[config.mk]
export PLATFORM = sky130hd
export DESIGN_NAME = lc3_top
export DESIGN_NICKNAME = d
export VERILOG_FILES = /design/src/rtl/lc3_pkg.sv /design/src/rtl/lc3_top.sv /design/src/rtl/lc3_mem_port.sv /design/src/rtl/lc3_ctrl.sv /design/src/rtl/lc3_datapath.sv /design/src/rtl/lc3_alu.sv /design/src/rtl/lc3_regfile.sv
export VERILOG_INCLUDE_DIRS = /design/src /design/src/rtl
export SDC_FILE = /design/constraint.sdc
export NUM_CORES = 1
export LEC_CHECK = 0
export BUFFER_PORTS_ARGS = -buffer_cell sky130_fd_sc_hd__buf_2
export CORE_MARGIN = 2
export CORE_UTILIZATION = 50
export DETAILED_ROUTE_END_ITERATION = 16
export PLACE_DENSITY_LB_ADDON = 0.12
export SYNTH_ARGS = -nofsm -noshare
export SYNTH_HDL_FRONTEND = slang
export SYNTH_HIERARCHICAL = 1
export SYNTH_SLANG_ARGS = --single-unit
[constraint.sdc]
create_clock -name clk -period 9.2 [get_ports clk]
set_input_delay 0.92 -clock clk [delete_from_list [all_inputs] [get_ports clk]]
set_output_delay 0.92 -clock clk [all_outputs]
set_load 0.02 [all_outputs]
[src/rtl/lc3_settings.svh]
// LC-3 core settings
// Word width, register file size and the PC value after reset

`ifndef LC3_SETTINGS_SVH
`define LC3_SETTINGS_SVH

// machine word, data and address
`define LC3_WORD_W 16

`define LC3_REG_COUNT 8

// first fetch address
`define LC3_RESET_PC 16'h3000

`endif
[src/rtl/lc3_pkg.sv]
// LC-3 shared types
// Machine word, instruction views and the datapath select encodings

`include "lc3_settings.svh"

package lc3_pkg;

    typedef logic [`LC3_WORD_W-1:0] word_t;
    typedef logic [2:0] reg_idx_t;

    // kept subset only, other codes run as no-op
    typedef enum logic [3:0] {
        OP_BR  = 4'b0000,
        OP_ADD = 4'b0001,
        OP_LD  = 4'b0010,
        OP_ST  = 4'b0011,
        OP_AND = 4'b0101,
        OP_NOT = 4'b1001,
        OP_JMP = 4'b1100,
        OP_LEA = 4'b1110
    } opcode_e;

    // --------------------
    // instruction word views

    typedef struct packed {
        opcode_e    opcode;
        reg_idx_t   dr;
        reg_idx_t   sr1;                  // also JMP base register
        logic       imm_flag;
        logic [4:0] imm5;                 // low bits double as sr2
    } instr_op_t;

    typedef struct packed {
        opcode_e    opcode;
        logic [2:0] dr_nzp;               // dr, sr for ST, nzp for BR
        logic [8:0] pcoffset9;
    } instr_off_t;

    typedef union packed {
        instr_op_t  op;
        instr_off_t off;
    } instr_u;

    typedef enum logic [1:0] {BUS_PC, BUS_MDR, BUS_ALU, BUS_EA} bus_src_e;
    typedef enum logic [1:0] {PC_INC, PC_EA, PC_SR1} pc_src_e;

endpackage

[src/rtl/lc3_top.sv]
// LC-3 core top level
// Controller, datapath and Wishbone memory port around one shared bus

`timescale 1ns/1ps

module lc3_top (
    input  logic           clk,
    input  logic           rst_n,
    output logic           wb_cyc,
    output logic           wb_stb,
    output logic           wb_we,
    output lc3_pkg::word_t wb_adr,
    output lc3_pkg::word_t wb_dat_wr,
    input  lc3_pkg::word_t wb_dat_rd,
    input  logic           wb_ack
);
    import lc3_pkg::*;

    // --------------------
    // control strobes
    logic     ld_ir, ld_cc, ld_reg, ld_mar, ld_mdr, ld_pc;
    logic     mem_req, mem_we, mem_done;
    bus_src_e bus_src;
    pc_src_e  pc_src;

    // --------------------
    // data
    instr_u   ir;
    word_t    bus;
    word_t    mdr;
    logic     branch_taken;

    lc3_ctrl u_ctrl (
        .clk(clk), .rst_n(rst_n), .ir(ir), .branch_taken(branch_taken),
        .mem_done(mem_done), .ld_ir(ld_ir), .ld_cc(ld_cc), .ld_reg(ld_reg),
        .ld_mar(ld_mar), .ld_mdr(ld_mdr), .ld_pc(ld_pc), .mem_req(mem_req),
        .mem_we(mem_we), .bus_src(bus_src), .pc_src(pc_src)
    );

    lc3_datapath u_datapath (
        .clk(clk), .rst_n(rst_n), .ld_ir(ld_ir), .ld_cc(ld_cc), .ld_reg(ld_reg),
        .ld_pc(ld_pc), .bus_src(bus_src), .pc_src(pc_src), .mdr(mdr),
        .ir(ir), .bus(bus), .branch_taken(branch_taken)
    );

    lc3_mem_port u_mem_port (
        .clk(clk), .rst_n(rst_n), .ld_mar(ld_mar), .ld_mdr(ld_mdr),
        .mem_req(mem_req), .mem_we(mem_we), .bus(bus),
        .wb_cyc(wb_cyc), .wb_stb(wb_stb), .wb_we(wb_we), .wb_adr(wb_adr),
        .wb_dat_wr(wb_dat_wr), .wb_dat_rd(wb_dat_rd), .wb_ack(wb_ack),
        .mdr(mdr), .mem_done(mem_done)
    );

endmodule

[src/rtl/lc3_mem_port.sv]
// LC-3 memory port
// MAR and MDR plus a single-word Wishbone classic master cycle per request

`timescale 1ns/1ps

module lc3_mem_port (
    input  logic           clk,
    input  logic           rst_n,
    input  logic           ld_mar,
    input  logic           ld_mdr,
    input  logic           mem_req,
    input  logic           mem_we,
    input  lc3_pkg::word_t bus,
    output logic           wb_cyc,
    output logic           wb_stb,
    output logic           wb_we,
    output lc3_pkg::word_t wb_adr,
    output lc3_pkg::word_t wb_dat_wr,
    input  lc3_pkg::word_t wb_dat_rd,
    input  logic           wb_ack,
    output lc3_pkg::word_t mdr,
    output logic           mem_done
);
    import lc3_pkg::*;

    word_t mar;
    logic  cyc_q;

    // --------------------
    // bus cycle control
    always_ff @(posedge clk or negedge rst_n) begin
        if (!rst_n) begin
            cyc_q <= 1'b0;
            wb_we <= 1'b0;
        end else if (mem_done) begin
            cyc_q <= 1'b0;                // all drop after ack
            wb_we <= 1'b0;
        end else if (mem_req) begin
            cyc_q <= 1'b1;
            wb_we <= mem_we;
        end
    end

    always_ff @(posedge clk) begin
        if (ld_mar) mar <= bus;
        if (ld_mdr) mdr <= bus;
        else if (mem_done && !wb_we) mdr <= wb_dat_rd;  // read data
    end

    assign wb_cyc    = cyc_q;
    assign wb_stb    = cyc_q;
    assign wb_adr    = mar;
    assign wb_dat_wr = mdr;
    assign mem_done  = cyc_q & wb_ack;

endmodule

[src/rtl/lc3_ctrl.sv]
// LC-3 instruction sequencer
// Fetch, decode and per-opcode execute states driving the load strobes
// and bus/PC selects; unknown opcodes fall back to fetch

`timescale 1ns/1ps

module lc3_ctrl (
    input  logic              clk,
    input  logic              rst_n,
    input  lc3_pkg::instr_u   ir,
    input  logic              branch_taken,
    input  logic              mem_done,
    output logic              ld_ir,
    output logic              ld_cc,
    output logic              ld_reg,
    output logic              ld_mar,
    output logic              ld_mdr,
    output logic              ld_pc,
    output logic              mem_req,
    output logic              mem_we,
    output lc3_pkg::bus_src_e bus_src,
    output lc3_pkg::pc_src_e  pc_src
);
    import lc3_pkg::*;

    typedef enum logic [3:0] {
        S_IDLE, S_FETCH, S_FETCH_WAIT, S_LOAD_IR, S_DECODE,
        S_EXEC_ALU, S_EXEC_LEA, S_EXEC_BR, S_EXEC_JMP,
        S_LD_ADDR, S_LD_WAIT, S_LD_WB, S_ST_ADDR, S_ST_WAIT
    } state_e;

    state_e state_q, state_d;

    always_ff @(posedge clk or negedge rst_n) begin
        if (!rst_n) begin
            state_q <= S_IDLE;            // strobes quiet out of reset
        end else begin
            state_q <= state_d;
        end
    end

    // --------------------
    // next state and strobes
    always_comb begin
        state_d = state_q;
        ld_ir   = 1'b0;
        ld_cc   = 1'b0;
        ld_reg  = 1'b0;
        ld_mar  = 1'b0;
        ld_mdr  = 1'b0;
        ld_pc   = 1'b0;
        mem_req = 1'b0;
        mem_we  = 1'b0;
        bus_src = BUS_PC;
        pc_src  = PC_INC;
        case (state_q)
            S_IDLE: state_d = S_FETCH;
            S_FETCH: begin
                ld_mar  = 1'b1;           // MAR <- PC
                mem_req = 1'b1;
                state_d = S_FETCH_WAIT;
            end
            S_FETCH_WAIT: if (mem_done) state_d = S_LOAD_IR;
            S_LOAD_IR: begin
                bus_src = BUS_MDR;
                ld_ir   = 1'b1;
                ld_pc   = 1'b1;           // PC + 1
                state_d = S_DECODE;
            end
            S_DECODE: begin
                case (ir.op.opcode)
                    OP_ADD, OP_AND, OP_NOT: state_d = S_EXEC_ALU;
                    OP_LEA: state_d = S_EXEC_LEA;
                    OP_BR:  state_d = S_EXEC_BR;
                    OP_JMP: state_d = S_EXEC_JMP;
                    OP_LD:  state_d = S_LD_ADDR;
                    OP_ST: begin
                        // source register passes through the ALU
                        bus_src = BUS_ALU;
                        ld_mdr  = 1'b1;
                        state_d = S_ST_ADDR;
                    end
                    default: state_d = S_FETCH;
                endcase
            end
            S_EXEC_ALU: begin
                bus_src = BUS_ALU;
                ld_reg  = 1'b1;
                ld_cc   = 1'b1;
                state_d = S_FETCH;
            end
            S_EXEC_LEA: begin
                bus_src = BUS_EA;
                ld_reg  = 1'b1;
                ld_cc   = 1'b1;
                state_d = S_FETCH;
            end
            S_EXEC_BR: begin
                pc_src  = PC_EA;
                ld_pc   = branch_taken;
                state_d = S_FETCH;
            end
            S_EXEC_JMP: begin
                pc_src  = PC_SR1;
                ld_pc   = 1'b1;
                state_d = S_FETCH;
            end
            S_LD_ADDR: begin
                bus_src = BUS_EA;
                ld_mar  = 1'b1;
                mem_req = 1'b1;
                state_d = S_LD_WAIT;
            end
            S_LD_WAIT: if (mem_done) state_d = S_LD_WB;
            S_LD_WB: begin
                bus_src = BUS_MDR;
                ld_reg  = 1'b1;
                ld_cc   = 1'b1;
                state_d = S_FETCH;
            end
            S_ST_ADDR: begin
                bus_src = BUS_EA;
                ld_mar  = 1'b1;
                mem_req = 1'b1;
                mem_we  = 1'b1;
                state_d = S_ST_WAIT;
            end
            S_ST_WAIT: if (mem_done) state_d = S_FETCH;
            default: state_d = S_FETCH;
        endcase
    end

endmodule

[src/rtl/lc3_datapath.sv]
// LC-3 datapath
// Shared bus mux, IR, N/Z/P flags, PC with effective-address adder,
// plus the register file and ALU

`timescale 1ns/1ps

`include "lc3_settings.svh"

module lc3_datapath (
    input  logic              clk,
    input  logic              rst_n,
    input  logic              ld_ir,
    input  logic              ld_cc,
    input  logic              ld_reg,
    input  logic              ld_pc,
    input  lc3_pkg::bus_src_e bus_src,
    input  lc3_pkg::pc_src_e  pc_src,
    input  lc3_pkg::word_t    mdr,
    output lc3_pkg::instr_u   ir,
    output lc3_pkg::word_t    bus,
    output logic              branch_taken
);
    import lc3_pkg::*;

    word_t    pc;
    word_t    ea;
    word_t    alu_result;
    word_t    sr1_data, sr2_data;
    reg_idx_t sr1_idx;
    logic     flag_n, flag_z, flag_p;

    assign ea = pc + {{(`LC3_WORD_W-9){ir.off.pcoffset9[8]}}, ir.off.pcoffset9};

    // ST reads its source from the dr field
    assign sr1_idx = (ir.op.opcode == OP_ST) ? ir.op.dr : ir.op.sr1;

    always_comb begin
        case (bus_src)
            BUS_PC:  bus = pc;
            BUS_MDR: bus = mdr;
            BUS_ALU: bus = alu_result;
            default: bus = ea;
        endcase
    end

    // --------------------
    // IR, PC and flags
    always_ff @(posedge clk or negedge rst_n) begin
        if (!rst_n) begin
            ir     <= '0;
            pc     <= `LC3_RESET_PC;
            flag_n <= 1'b0;
            flag_z <= 1'b1;
            flag_p <= 1'b0;
        end else begin
            if (ld_ir) ir <= bus;
            if (ld_pc) begin
                case (pc_src)
                    PC_INC:  pc <= pc + 1'b1;
                    PC_EA:   pc <= ea;
                    PC_SR1:  pc <= sr1_data;
                    default: pc <= pc;
                endcase
            end
            if (ld_cc) begin
                flag_n <= bus[`LC3_WORD_W-1];
                flag_z <= (bus == '0);
                flag_p <= !bus[`LC3_WORD_W-1] && (bus != '0);
            end
        end
    end

    assign branch_taken = |(ir.off.dr_nzp & {flag_n, flag_z, flag_p});

    lc3_regfile u_regfile (
        .clk(clk), .rst_n(rst_n), .ld_reg(ld_reg), .dr(ir.op.dr),
        .sr1(sr1_idx), .sr2(ir.op.imm5[2:0]), .wr_data(bus),
        .sr1_data(sr1_data), .sr2_data(sr2_data)
    );

    lc3_alu u_alu (
        .op(ir.op.opcode), .ir(ir), .sr1_data(sr1_data), .sr2_data(sr2_data),
        .result(alu_result)
    );

endmodule

[src/rtl/lc3_alu.sv]
// LC-3 ALU
// ADD, AND and NOT on sr1 with a register or sign-extended imm5 operand

`timescale 1ns/1ps

module lc3_alu (
    input  lc3_pkg::opcode_e op,
    input  lc3_pkg::instr_u  ir,
    input  lc3_pkg::word_t   sr1_data,
    input  lc3_pkg::word_t   sr2_data,
    output lc3_pkg::word_t   result
);
    import lc3_pkg::*;

    word_t operand_b;

    assign operand_b = ir.op.imm_flag ? word_t'({{11{ir.op.imm5[4]}}, ir.op.imm5}) : sr2_data;

    always_comb begin
        case (op)
            OP_ADD:  result = sr1_data + operand_b;
            OP_AND:  result = sr1_data & operand_b;
            OP_NOT:  result = ~sr1_data;
            default: result = sr1_data;   // pass, used by ST
        endcase
    end

endmodule

[src/rtl/lc3_regfile.sv]
// LC-3 general register file
// Eight registers, two combinational read ports, one clocked write port

`timescale 1ns/1ps

`include "lc3_settings.svh"

module lc3_regfile (
    input  logic              clk,
    input  logic              rst_n,
    input  logic              ld_reg,
    input  lc3_pkg::reg_idx_t dr,
    input  lc3_pkg::reg_idx_t sr1,
    input  lc3_pkg::reg_idx_t sr2,
    input  lc3_pkg::word_t    wr_data,
    output lc3_pkg::word_t    sr1_data,
    output lc3_pkg::word_t    sr2_data
);
    import lc3_pkg::*;

    word_t regs [`LC3_REG_COUNT];

    always_ff @(posedge clk or negedge rst_n) begin
        if (!rst_n) begin
            for (int i = 0; i < `LC3_REG_COUNT; i++) regs[i] <= '0;
        end else if (ld_reg) begin
            regs[dr] <= wr_data;
        end
    end

    assign sr1_data = regs[sr1];
    assign sr2_data = regs[sr2];

endmodule

After elaboration in Yosys (flattened, before gate mapping)

Cells that the tools add are included.

Add/subtract/negate cells: 3
Reductions and logical operators: 22
Mux-type cells: 35
Bitwise operators: 7
Magnitude comparators: 4
Eq/ne operators: 27

Operators by type and width:

| kind                    | number |
|---|---|
| $pmux W16 S3            | 3 |
| $bwmux W128             | 1 |
| $mux W16                | 8 |
| $bmux W16 S3            | 2 |
| $demux W16 S3           | 1 |
| $eq A4 B4 Y1 const B    | 9 |
| $add A16 B16 Y16        | 2 |
| $pmux W4 S8             | 1 |
| $pmux W4 S6             | 1 |
| $eq A4 B3 Y1 const B    | 5 |
| $add A16 B1 Y16 const B | 1 |
| $and A16 B16 Y16        | 1 |
| $eq A4 B2 Y1 const B    | 4 |
| $logic_not A16 Y1       | 1 |
| $not A16 Y16            | 1 |
| $reduce_bool A16 Y1     | 1 |
| $reduce_or A3 Y1        | 5 |
| $ge A4 B4 Y1 const B    | 3 |
| $mux W4                 | 3 |
| $not A3 Y4              | 3 |
| $mux W1                 | 10 |
| $eq A4 B1 Y1 const B    | 2 |
| $pmux W2 S4             | 1 |
| $ne A2 B1 Y1 const B    | 3 |
| other kinds (18)        | 26 |

Logic and storage cells: 116
Flip-flop bits (word level): 201
Input bits: 19
Output and inout bits: 35

Longest topological paths before layout

Gate-level depths: netlist of run 1.

Depth in word-level cells: 11
Depth in mapped cells: 22
Mapped depth without buffers: 20

Modules after synthesis

Netlist of run 1, hierarchy kept.

Modules (own cells, without submodules):

| module       | times used | area an instance (sq um) | seq. area each (sq um) | cells an instance |
|---|---|---|---|---|
| lc3_regfile  | 1          | 7000.5                   | 3203.1                 | 393 |
| lc3_datapath | 1          | 3066.7                   | 879.6                  | 306 |
| lc3_alu      | 1          | 1549.0                   | 0.0                    | 253 |
| lc3_mem_port | 1          | 1430.1                   | 1011.0                 | 76 |
| lc3_ctrl     | 1          | 470.5                    | 100.1                  | 65 |

Worst setup path before layout of run 1

No wires, ideal clock.

Path kind: reg2reg
Start: register u_datapath/ir[12] in the netlist's numbering
End: register u_datapath.flag_z
Cell stages (with the launch flop): 21
Slack: 3.564 ns
Required time: 9.125 ns
Setup time: 0.075 ns
Arrival time: 5.561 ns
Cells stage by stage: dfrtp_1 -> nand2_1 -> nor3_1 -> mux2_2 -> buf_6 -> buf_6 -> mux4_1 -> mux2_2 -> ha_1 -> fa_1 -> a21oi_1 -> nor2b_1 -> nor2_1 -> xnor2_1 -> a21oi_1 -> a21oi_1 -> mux4_1 -> or4_1 -> or4_1 -> or4_1 -> o22ai_2

Word-level cells in the longest chain between the ends: 10
Elaborated cells on any way between the ends: 20
Classes of those cells: add/sub (1); eq/ne (6); mux (8); bitwise (3); reduce/logical (2)

Ends and longest elaborated chain:

| element                                     | RTL line           | RTL |
|---|---|---|
| start: declaration                          | lc3_datapath.sv:19 | `output lc3_pkg::instr_u ir,` |
| start signal: assignment                    | lc3_datapath.sv:56 | `if (ld_ir) ir <= bus;` |
| $eq A4 B2 Y1                                | lc3_datapath.sv:35 | `assign sr1_idx = (ir.op.opcode == OP_ST) ? ir.op.dr : ir.op.sr1;` |
| $mux W3                                     | lc3_datapath.sv:35 |  |
| net u_datapath.sr1_idx[0]                   | lc3_datapath.sv:29 | `reg_idx_t sr1_idx;` |
| $not A3 Y4 (implied by the code)            | lc3_regfile.sv:31  | `assign sr1_data = regs[sr1];` |
| $bmux W16 S3                                | lc3_regfile.sv:31  |  |
| $mux W16 (implied by the code) (2 in a row) | lc3_regfile.sv:31  |  |
| net u_datapath.sr1_data[0]                  | lc3_datapath.sv:28 | `word_t sr1_data, sr2_data;` |
| $add A16 B16 Y16                            | lc3_alu.sv:21      | `OP_ADD: result = sr1_data + operand_b;` |
| $pmux W16 S3                                | lc3_alu.sv:20      | `case (op)` |
| net u_datapath.alu_result[4]                | lc3_datapath.sv:27 | `word_t alu_result;` |
| $pmux W16 S3                                | lc3_datapath.sv:38 | `case (bus_src)` |
| net bus[4]                                  | lc3_top.sv:29      | `word_t bus;` |
| $logic_not A16 Y1                           | lc3_datapath.sv:67 | `flag_z <= (bus == '0);` |
| end signal: assignment                      | lc3_datapath.sv:67 |  |
| end: declaration                            | lc3_datapath.sv:30 | `logic flag_n, flag_z, flag_p;` |

The timed path passes the listed nets, and every way through them passes these cells. The select of a mux whose other input is x is not followed.
A chain may end at the register's enable or synchronous reset.

Final worst setup path of run 1

Same ends and word-level chain as after synthesis.

==> results.md, run 1 <==
- Row count: 60
- Sum of negative setup slack: 0 ps
- Synthesized cell area: 0.0135 sq mm
- Synth warn: 6
- Core ar.: 0.0267 sq mm
- Crit-path max FO: 19
- Tot GR Track Use: 26.0%
- Async SR Flop Fraction: between 80% and 90%
- Tightest Pin Transition: 1070 ps
- First-pass GRT wire length: roughly 56 mm
- Gr ovfl total: 0
- Post-synth EDFFs: 32
- Drt total wl: between 30 and 40 mm
- Leakage: 6.63 nW
- Status: completed
- RePlAce Congestion: 0.958
- Setup crit end kind: flop
- Clock Skews: 13.0 ps
- Worst IR drop on VDD: 228 uV
- Fill count: around 2300
- Cell count after synthesis: ~1100
- H-tree depth: 1
- Place WS: 2580 ps
- DRC: 0
- Sequential fraction of the synthesis area: 38.4%
- Die area: between 0.02 and 0.03 sq mm
- Slowest-stage cell, CP: mux4_1
- Clk slew on worst S/H paths: 60 ps
- Die Ht: 168 microns
- Syn-to-layout area delta: 8.43%
- Average size of a mapped cell: 12.4 sq um
- Resize count post-CTS: 0
- Max_slew headroom: 28.4%
- Worst Path Arrival: 7120 ps
- Wirelength per Cell: 25.2 microns
- Initial Util: 50.6%
- Hold Buf Count CTS: 0
- #FFs+latches synth: approximately 200
- Die Span X: 168 microns
- Vias per cell: between 6 and 7
- Setup ws final: 2530 ps
- Worst skew pair latency: 520 ps
- Critical path, cell by cell: nand2_1 > nor3_1 > mux2_2 > mux4_1 > mux2_2 > ha_1 > fa_1 > a21oi_1 > nor2b_1 > nor2_1 > xnor2_1 > a21oi_1 > a21oi_1 > mux4_1 > or4_1 > or4_1 > or4_1 > o22ai_2
- Pwr/cell area: 373 mW/mm^2
- Main flop type after synthesis: dfrtp_1
- Drt pass-1 iters: 5
- Clock buffer count from CTS: 24
- Post-CTS Setup Inserts: 0
- Nets@finish: roughly 1200
- CP Data Required Time: between 9000 and 10000 ps
- Root Buffer: clkbuf_16
- Critical Path Source Type: flop
- Max-cap viol count: 0
- Post-DP HPWL: 24.9 mm
- Hold/Removal Path Class: in2async
- I/O Pins: 54
- Vias in the first global route: 9107
- Antenna violations before repair: 0
- Period utilization: 72.5%
- Clock tree buffer depth: 3
- FF-to-FF setup slack: 2530 ps
- Via count: 9480
- Largest net degree at the start of global routing: 63
- Final Hold Viols: 0
- PortBufs: 53
- DRT antenna net count: 0
- RSZ-0062 raised after global routing: false
- Setup Viol. Count Final: 0
- Syn_nets: 1149
- Layout cells sized above 1: 32.8%
- Netlist cell types: 88
- Worst path max stage delay: 750 ps
- Crit Path Class: reg2reg
- Antenna cells: 0
- CTS tree: yes
- Max Transition Viols Final: 0
- Tmin final: 6670 ps
- First DRT Iteration DRCs: 906
- Achievable Freq: 150 MHz
- TritonCTS Sinks: ~200
## through the flow
stage	util [%]	cell area, sq um	cells	hold WS, ps	power [mW]
floorplan	-	13500	1093	479	3.62
global placement	51.8	13800	1413	491	4.42
detailed placement	51.8	13800	1413	493	4.45
CTS	54.8	14700	1457	342	5.45
global route	54.8	14700	1457	355	5.75
finish	54.8	14700	1457	325	5.46
## worst max-delay path: cells and delay by family (launching register included)
family / cells / cell delay, ps
flops: 1 / 530
simple gates: 7 / 2330
fa+ha+maj: 2 / 670
xor+xnor: 1 / 80
compound gates: 4 / 580
mux: 4 / 2430
## final timing paths
path	from	end	depth (start not counted)
worst max-delay path	u_datapath/ir[12]$_DFFE_PN0P_	u_datapath/flag_z$_DFFE_PN1P_	18
worst min-delay path	rst_n	u_mem_port/wb_we$_DFFE_PN0P_	1
worst max register to register	u_datapath/ir[12]$_DFFE_PN0P_	u_datapath/flag_z$_DFFE_PN1P_	18
worst min register to register	u_datapath/flag_z$_DFFE_PN1P_	u_datapath/flag_z$_DFFE_PN1P_	2
max in group asynchronous	rst_n	u_datapath/u_regfile/regs[30]$_DFFE_PN0P_	2
min in group clk	u_datapath/flag_z$_DFFE_PN1P_	u_datapath/flag_z$_DFFE_PN1P_	2
## synth_stat cells (12+ instances only)
master / count / share of area [%]
a221oi_1: 22 / 1.4
mux2_2: 192 / 16
ha_1: 35 / 3.2
o21ai_0: 48 / 1.8
nor2_1: 45 / 1.2
a31oi_1: 13 / 0.60
edfxtp_1: 32 / 7.1
dfrtp_1: 166 / 31
buf_2: 14 / 0.52
buf_4: 24 / 1.3
nand2_1: 53 / 1.5
mux4_1: 60 / 12
buf_6: 13 / 1.1
clkbuf_1: 30 / 0.83
xnor2_1: 19 / 1.2
inv_1: 43 / 1.2
a21oi_1: 56 / 2.1
nand3_1: 12 / 0.44
mux4_2: 18 / 3.0
## metal layers
layer | wire [microns] | global-route usage (%)
met5 | 0 | 0
met4 | 682 | 5.17
met2 | 17800 | 43.8
met3 | 1960 | 2.77
met1 | 16300 | 36.9
## report_power, final
part	switching, mW	internal [mW]
logic	1.70	1.24
clock network	0.389	0.589
registers	0.320	1.22
## layout by cell type, fill, tap and decap left out, types with 5 or more instances in the layout
| cell | count |
|---|---|
| ha_1 | 35 |
| mux4_1 | 60 |
| and3_1 | 8 |
| buf_4 | 21 |
| nand2_1 | 53 |
| buf_2 | 52 |
| inv_1 | 43 |
| xor2_1 | 10 |
| clkbuf_1 | 5 |
| nand2b_1 | 7 |
| dfrtp_1 | 165 |
| a31oi_1 | 13 |
| o22a_1 | 10 |
| xnor2_1 | 19 |
| nor3_1 | 5 |
| a221oi_1 | 22 |
| o21ai_0 | 48 |
| a21oi_1 | 54 |
| nor2_1 | 44 |
| mux2_4 | 9 |
| a21o_1 | 9 |
| o21ai_1 | 9 |
| mux2_2 | 192 |
| nand3_1 | 12 |
| o22ai_1 | 6 |
| clkbuf_16 | 25 |
| edfxtp_1 | 32 |
| nand4_1 | 5 |
| mux4_2 | 18 |
| a211oi_1 | 8 |
| nor2b_1 | 5 |
## state kept, by name, indices dropped and copies added, names as in the netlist
name and count:
u_datapath/u_regfile/regs 128, u_ctrl/state_q 4, u_mem_port/wb_adr 16, u_mem_port/wb_cyc 1, u_datapath/flag_p 1, u_datapath/flag_z 1
u_mem_port/mdr 16, u_datapath/pc 16, u_mem_port/wb_we 1, u_datapath/ir 16, u_datapath/flag_n 1
## logic make-up after synthesis
kind of cell	share of synthesized area, %
buffers and inverters	5.64
AO/OA/AOI/OAI	11.4
XOR/XNOR	1.88
AND/OR/NAND/NOR	6.94
flip-flops	38.4
adder cells (fa/ha/maj)	3.61
multiplexers	32.1
## cell type report
| type | instances | area, sq um | area share, % |
|---|---|---|---|
| Sequential cell | 201 | 5190 | 35.4 |
| Clock buffer | 34 | 699 | 4.77 |
| Clock inverter | 10 | 115 | 0.785 |
| Timing Repair Buffer | 74 | 429 | 2.93 |
| Inverter | 43 | 161 | 1.10 |
| Tap cell | 341 | 427 | 2.91 |
| Multi-Input combinational cell | 754 | 7630 | 52.1 |
(Power assumes the default switching activity.)
==> run 2, diff against run 1 <==
--- a/config.mk
+++ b/config.mk
@@ -6,6 +6,7 @@
 export SDC_FILE = /design/constraint.sdc
 export NUM_CORES = 1
 export LEC_CHECK = 0
+export ABC_AREA = 1
 export BUFFER_PORTS_ARGS = -buffer_cell sky130_fd_sc_hd__buf_2
 export CORE_MARGIN = 2
 export CORE_UTILIZATION = 50
==> constraint.sdc (replaced) <==
create_clock -name clk -period 6.43 [get_ports clk]
set_input_delay 0.643 -clock clk [delete_from_list [all_inputs] [get_ports clk]]
set_output_delay 0.643 -clock clk [all_outputs]
set_load 0.02 [all_outputs]
==> run 2 against run 1 <==
Against the previous run: global-route usage is 5.1 points higher; highest routed layer unchanged; sequential share of layout area is 1.9 points lower; critical path depth is 5 higher; worst hold slack worse by 310 ps; cell area is 5.8% higher.
==> results.md, run 2 <==
- Status: completed (unchanged)
- Final Hold Viols: 0 (unchanged)
- Post-DP HPWL: 33.3 mm (was 24.9 mm)
- Wirelength per Cell: 17.9 microns (was 25.2 microns)
- Nets@finish: 2280 (was 1154)
- Main flop type after synthesis: dfrtp_1 (unchanged)
- Die area: 0.0301 sq mm (was 0.0284 sq mm)
- Clock tree buffer depth: 3 (unchanged)
- Most frequent cells in the layout: 943 x nand2_1, 315 x inv_1, 206 x nand3_1 (was 192 x mux2_2, 165 x dfrtp_1, 60 x mux4_1)
- Tmin final: 5250 ps (was 6670 ps)
- Largest register FFs: 128 (unchanged)
- DRT antenna net count: 0 (unchanged)
- Clk slew on worst S/H paths: 60 ps (about the same)
- Resize count post-CTS: 0 (unchanged)
- Max Transition Viols Final: 0 (unchanged)
- Layout cells sized above 1: 7.45% (was 32.8%)
- Critical Path Source Type: flop (unchanged)
- Netlist cell types: 50 (was 88)
- Clock Power Share: 15.1% (was 17.9%)
- Achievable Freq: 190 MHz (was 150 MHz)
- Via count: 14400 (was 9480)
- DRC: 0 (unchanged)
- Antenna cells: 0 (unchanged)
- Syn-to-layout area delta: 7.79% (was 8.43%)
- PortBufs: 53 (unchanged)
- Worst R2R Start: u_datapath/ir[13]$_DFFE_PN0P_ (was u_datapath/ir[12]$_DFFE_PN0P_)
- Async SR Flop Fraction: 84.1% (unchanged)
- Switching Share: 53.8% (was 44.1%)
- Flop pwr share: 23.3% (was 28.3%)
- Synthesized cell area: 0.0144 sq mm (was 0.0135 sq mm)
- Cell count after synthesis: 2236 (was 1093)
- Largest net degree at the start of global routing: 68 (was 63)
- Sum of negative setup slack: 0 ps (unchanged)
- Fill count: 2963 (was 2268)
- Syn_nets: 2292 (was 1149)
- NetSw: 4.95 mW (was 2.41 mW)
- Gr ovfl total: 0 (unchanged)
- RePlAce Congestion: 0.964 (was 0.958)
- Tightest Pin Transition: 1000 ps (was 1070 ps)
- CTS tree: yes (unchanged)
- Post-CTS Setup Inserts: 0 (unchanged)
- Worst IR drop on VDD: 290 uV (was 228 uV)
- Max-cap viol count: 0 (unchanged)
- Vias per cell: 5.48 (was 6.51)
- Worst Path Arrival: 5690 ps (was 7120 ps)
- First-pass GRT wire length: 74.3 mm (was 56.4 mm)
- Most common cell after layout, fill and taps aside: nand2_1 (was mux2_2)
- Area fraction of the dominant cell type after synthesis: 28.9% (was 30.7%)
- Power Total: 9.21 mW (was 5.46 mW)
- Post-synth top cells: 943 x nand2_1, 315 x inv_1, 207 x nand3_1, 185 x o21ai_0, 166 x dfrtp_1 (was 192 x mux2_2, 166 x dfrtp_1, 60 x mux4_1, 56 x a21oi_1, 53 x nand2_1)
- Hold Buf Count CTS: 0 (unchanged)
- Setup crit start: u_datapath/ir[13]$_DFFE_PN0P_ (was u_datapath/ir[12]$_DFFE_PN0P_)
- Die Span X: 174 microns (was 168 microns)
- Row count: 62 (was 60)
- Tot GR Track Use: 31.1% (was 26.0%)
- Logic pwr share: 61.6% (was 53.8%)
- Area leader, netlist: dfrtp_1 (unchanged)
- Max_slew headroom: 33.2% (was 28.4%)
- Crit Path Class: reg2reg (unchanged)
- TritonCTS Sinks: 201 (unchanged)
- Area contributors post-synth: dfrtp_1 29%, nand2_1 25%, inv_1 8.2% (was dfrtp_1 31%, mux2_2 16%, mux4_1 12%)
- Core ar.: 0.0285 sq mm (was 0.0267 sq mm)
- First DRT Iteration DRCs: 1341 (was 906)
- Leakage: 8.34 nW (was 6.63 nW)
- I/O Pins: 54 (unchanged)
- RSZ-0062 raised after global routing: false (unchanged)
- Drt total wl: 46.9 mm (was 36.8 mm)
- Die Ht: 174 microns (was 168 microns)
- Sequential fraction of the synthesis area: 36.1% (was 38.4%)
- Clock buffer count from CTS: 24 (unchanged)
- Pwr/cell area: 594 mW/mm^2 (was 373 mW/mm^2)
- Setup Viol. Count Final: 0 (unchanged)
- Setup crit end kind: flop (unchanged)
- Internal: 4.26 mW (was 3.05 mW)
- Largest Register: u_datapath/u_regfile/regs (unchanged)
- Top-count cell post-synth: nand2_1 (was mux2_2)
- Vias in the first global route: 13400 (was 9107)
- CP Data Required Time: 6870 ps (was 9650 ps)
- H-tree depth: 1 (unchanged)
- Root Buffer: clkbuf_16 (unchanged)
- WL met2: 20.7 mm (was 17.8 mm)
- Period utilization: 81.7% (was 72.5%)
- Initial Util: 50.4% (was 50.6%)
- WL met3: 3.99 mm (was 1.96 mm)
- Drt pass-1 iters: 8 (was 5)
- Post-synth EDFFs: 32 (unchanged)
- Average size of a mapped cell: 6.43 sq um (was 12.4 sq um)
- M1 WL: 20.7 mm (was 16.3 mm)
- Antenna violations before repair: 1 (was 0)
- Synth warn: 6 (unchanged)
- Worst skew pair latency: 550 ps (was 520 ps)
- Clock Skews: 17.8 ps (was 13.0 ps)
- #FFs+latches synth: 201 (unchanged)
- Top routing layer in use: met4 (unchanged)
- Hold/Removal Path Class: in2async (unchanged)
- Crit-path max FO: 38 (was 19)
## run 2: cells by family (layout without fill, tap and decap cells)
logic type	after synthesis	count (layout)	share of synthesized area [%]
buffers and inverters	441	447	13.0
XOR/XNOR	5	5	0.305
multiplexers	5	5	0.392
adder cells (fa/ha/maj)	37	37	3.32
AO/OA/AOI/OAI	286	286	10.8
AND/OR/NAND/NOR	1261	1261	36.0
flip-flops	201	201	36.1
## run 2: final timing paths
kind	cells after the start	slack, ps	endpoint
max in group asynchronous	2	5140	u_datapath/ir[0]$_DFFE_PN0P_
min reg2reg	2	480	u_datapath/u_regfile/regs[75]$_DFFE_PN0P_
min in group clk	3	360	u_mem_port/mdr[1]$_DFFE_PP_
max	23	1180	u_datapath/u_regfile/regs[24]$_DFFE_PN0P_
min	1	20	u_datapath/u_regfile/regs[50]$_DFFE_PN0P_
max reg2reg	23	1180	u_datapath/u_regfile/regs[24]$_DFFE_PN0P_
## run 2: critical path, stage by stage (launching register included)
cell      delay (ps)
dfrtp_1          570
nand3_1          270
mux2_2           360
inv_2            520
buf_4            360
nand2_1           90
nand3_1           80
nand2_1           60
nand2_1           50
nand2_1          160
fa_1             470
nand2_1          100
nand2_1           80
and2_1           190
nand2_1          100
nand3_1           80
nand2_1           60
nand3_1           60
nand3b_1         140
nand2_1          110
o211ai_1         140
o21bai_1         460
inv_1            330
o21ai_0          250
## run 2: layout make-up
type	count	area [sq um]	area share [%]
clock buffers	30	663	4.28
repair buffers	77	452	2.91
inverters	326	1230	7.94
flip-flops and latches	201	5190	33.5
multi-input cells	1594	7330	47.3
well taps	384	480	3.10
clock inverters	14	151	0.977
## run 2: routing by layer
metal	vias to the layer above	GRT usage, %
met5	-	0
met4	0	10.2
met3	96	4.47
met2	639	48.6
met1	6694	44.7
li1	6959	-
## run 2: power groups by stage
stage                     registers [mW]  logic, mW  clock network, mW
after detailed placement            2.15       5.53                  0
final                               2.14       5.67               1.39
after floorplan                     2.10       3.95                  0
after global routing                2.20       6.34               1.47
after CTS                           2.13       5.57               1.42
after global placement              2.15       5.46                  0
## run 2: through the flow
stage          cells  utilization, %  area [sq um]  hold slack [ps]  setup WS [ps]
4_1_cts         2626            54.3         15500             26.2           1240
5_1_grt         2626            54.3         15500             46.3            789
6_report        2626            54.3         15500             16.1           1180
3_3_place_gp    2582            51.4         14700              460           1420
2_1_floorplan   2236               -         14400              347           2480
3_5_place_dp    2582            51.4         14700              468           1270
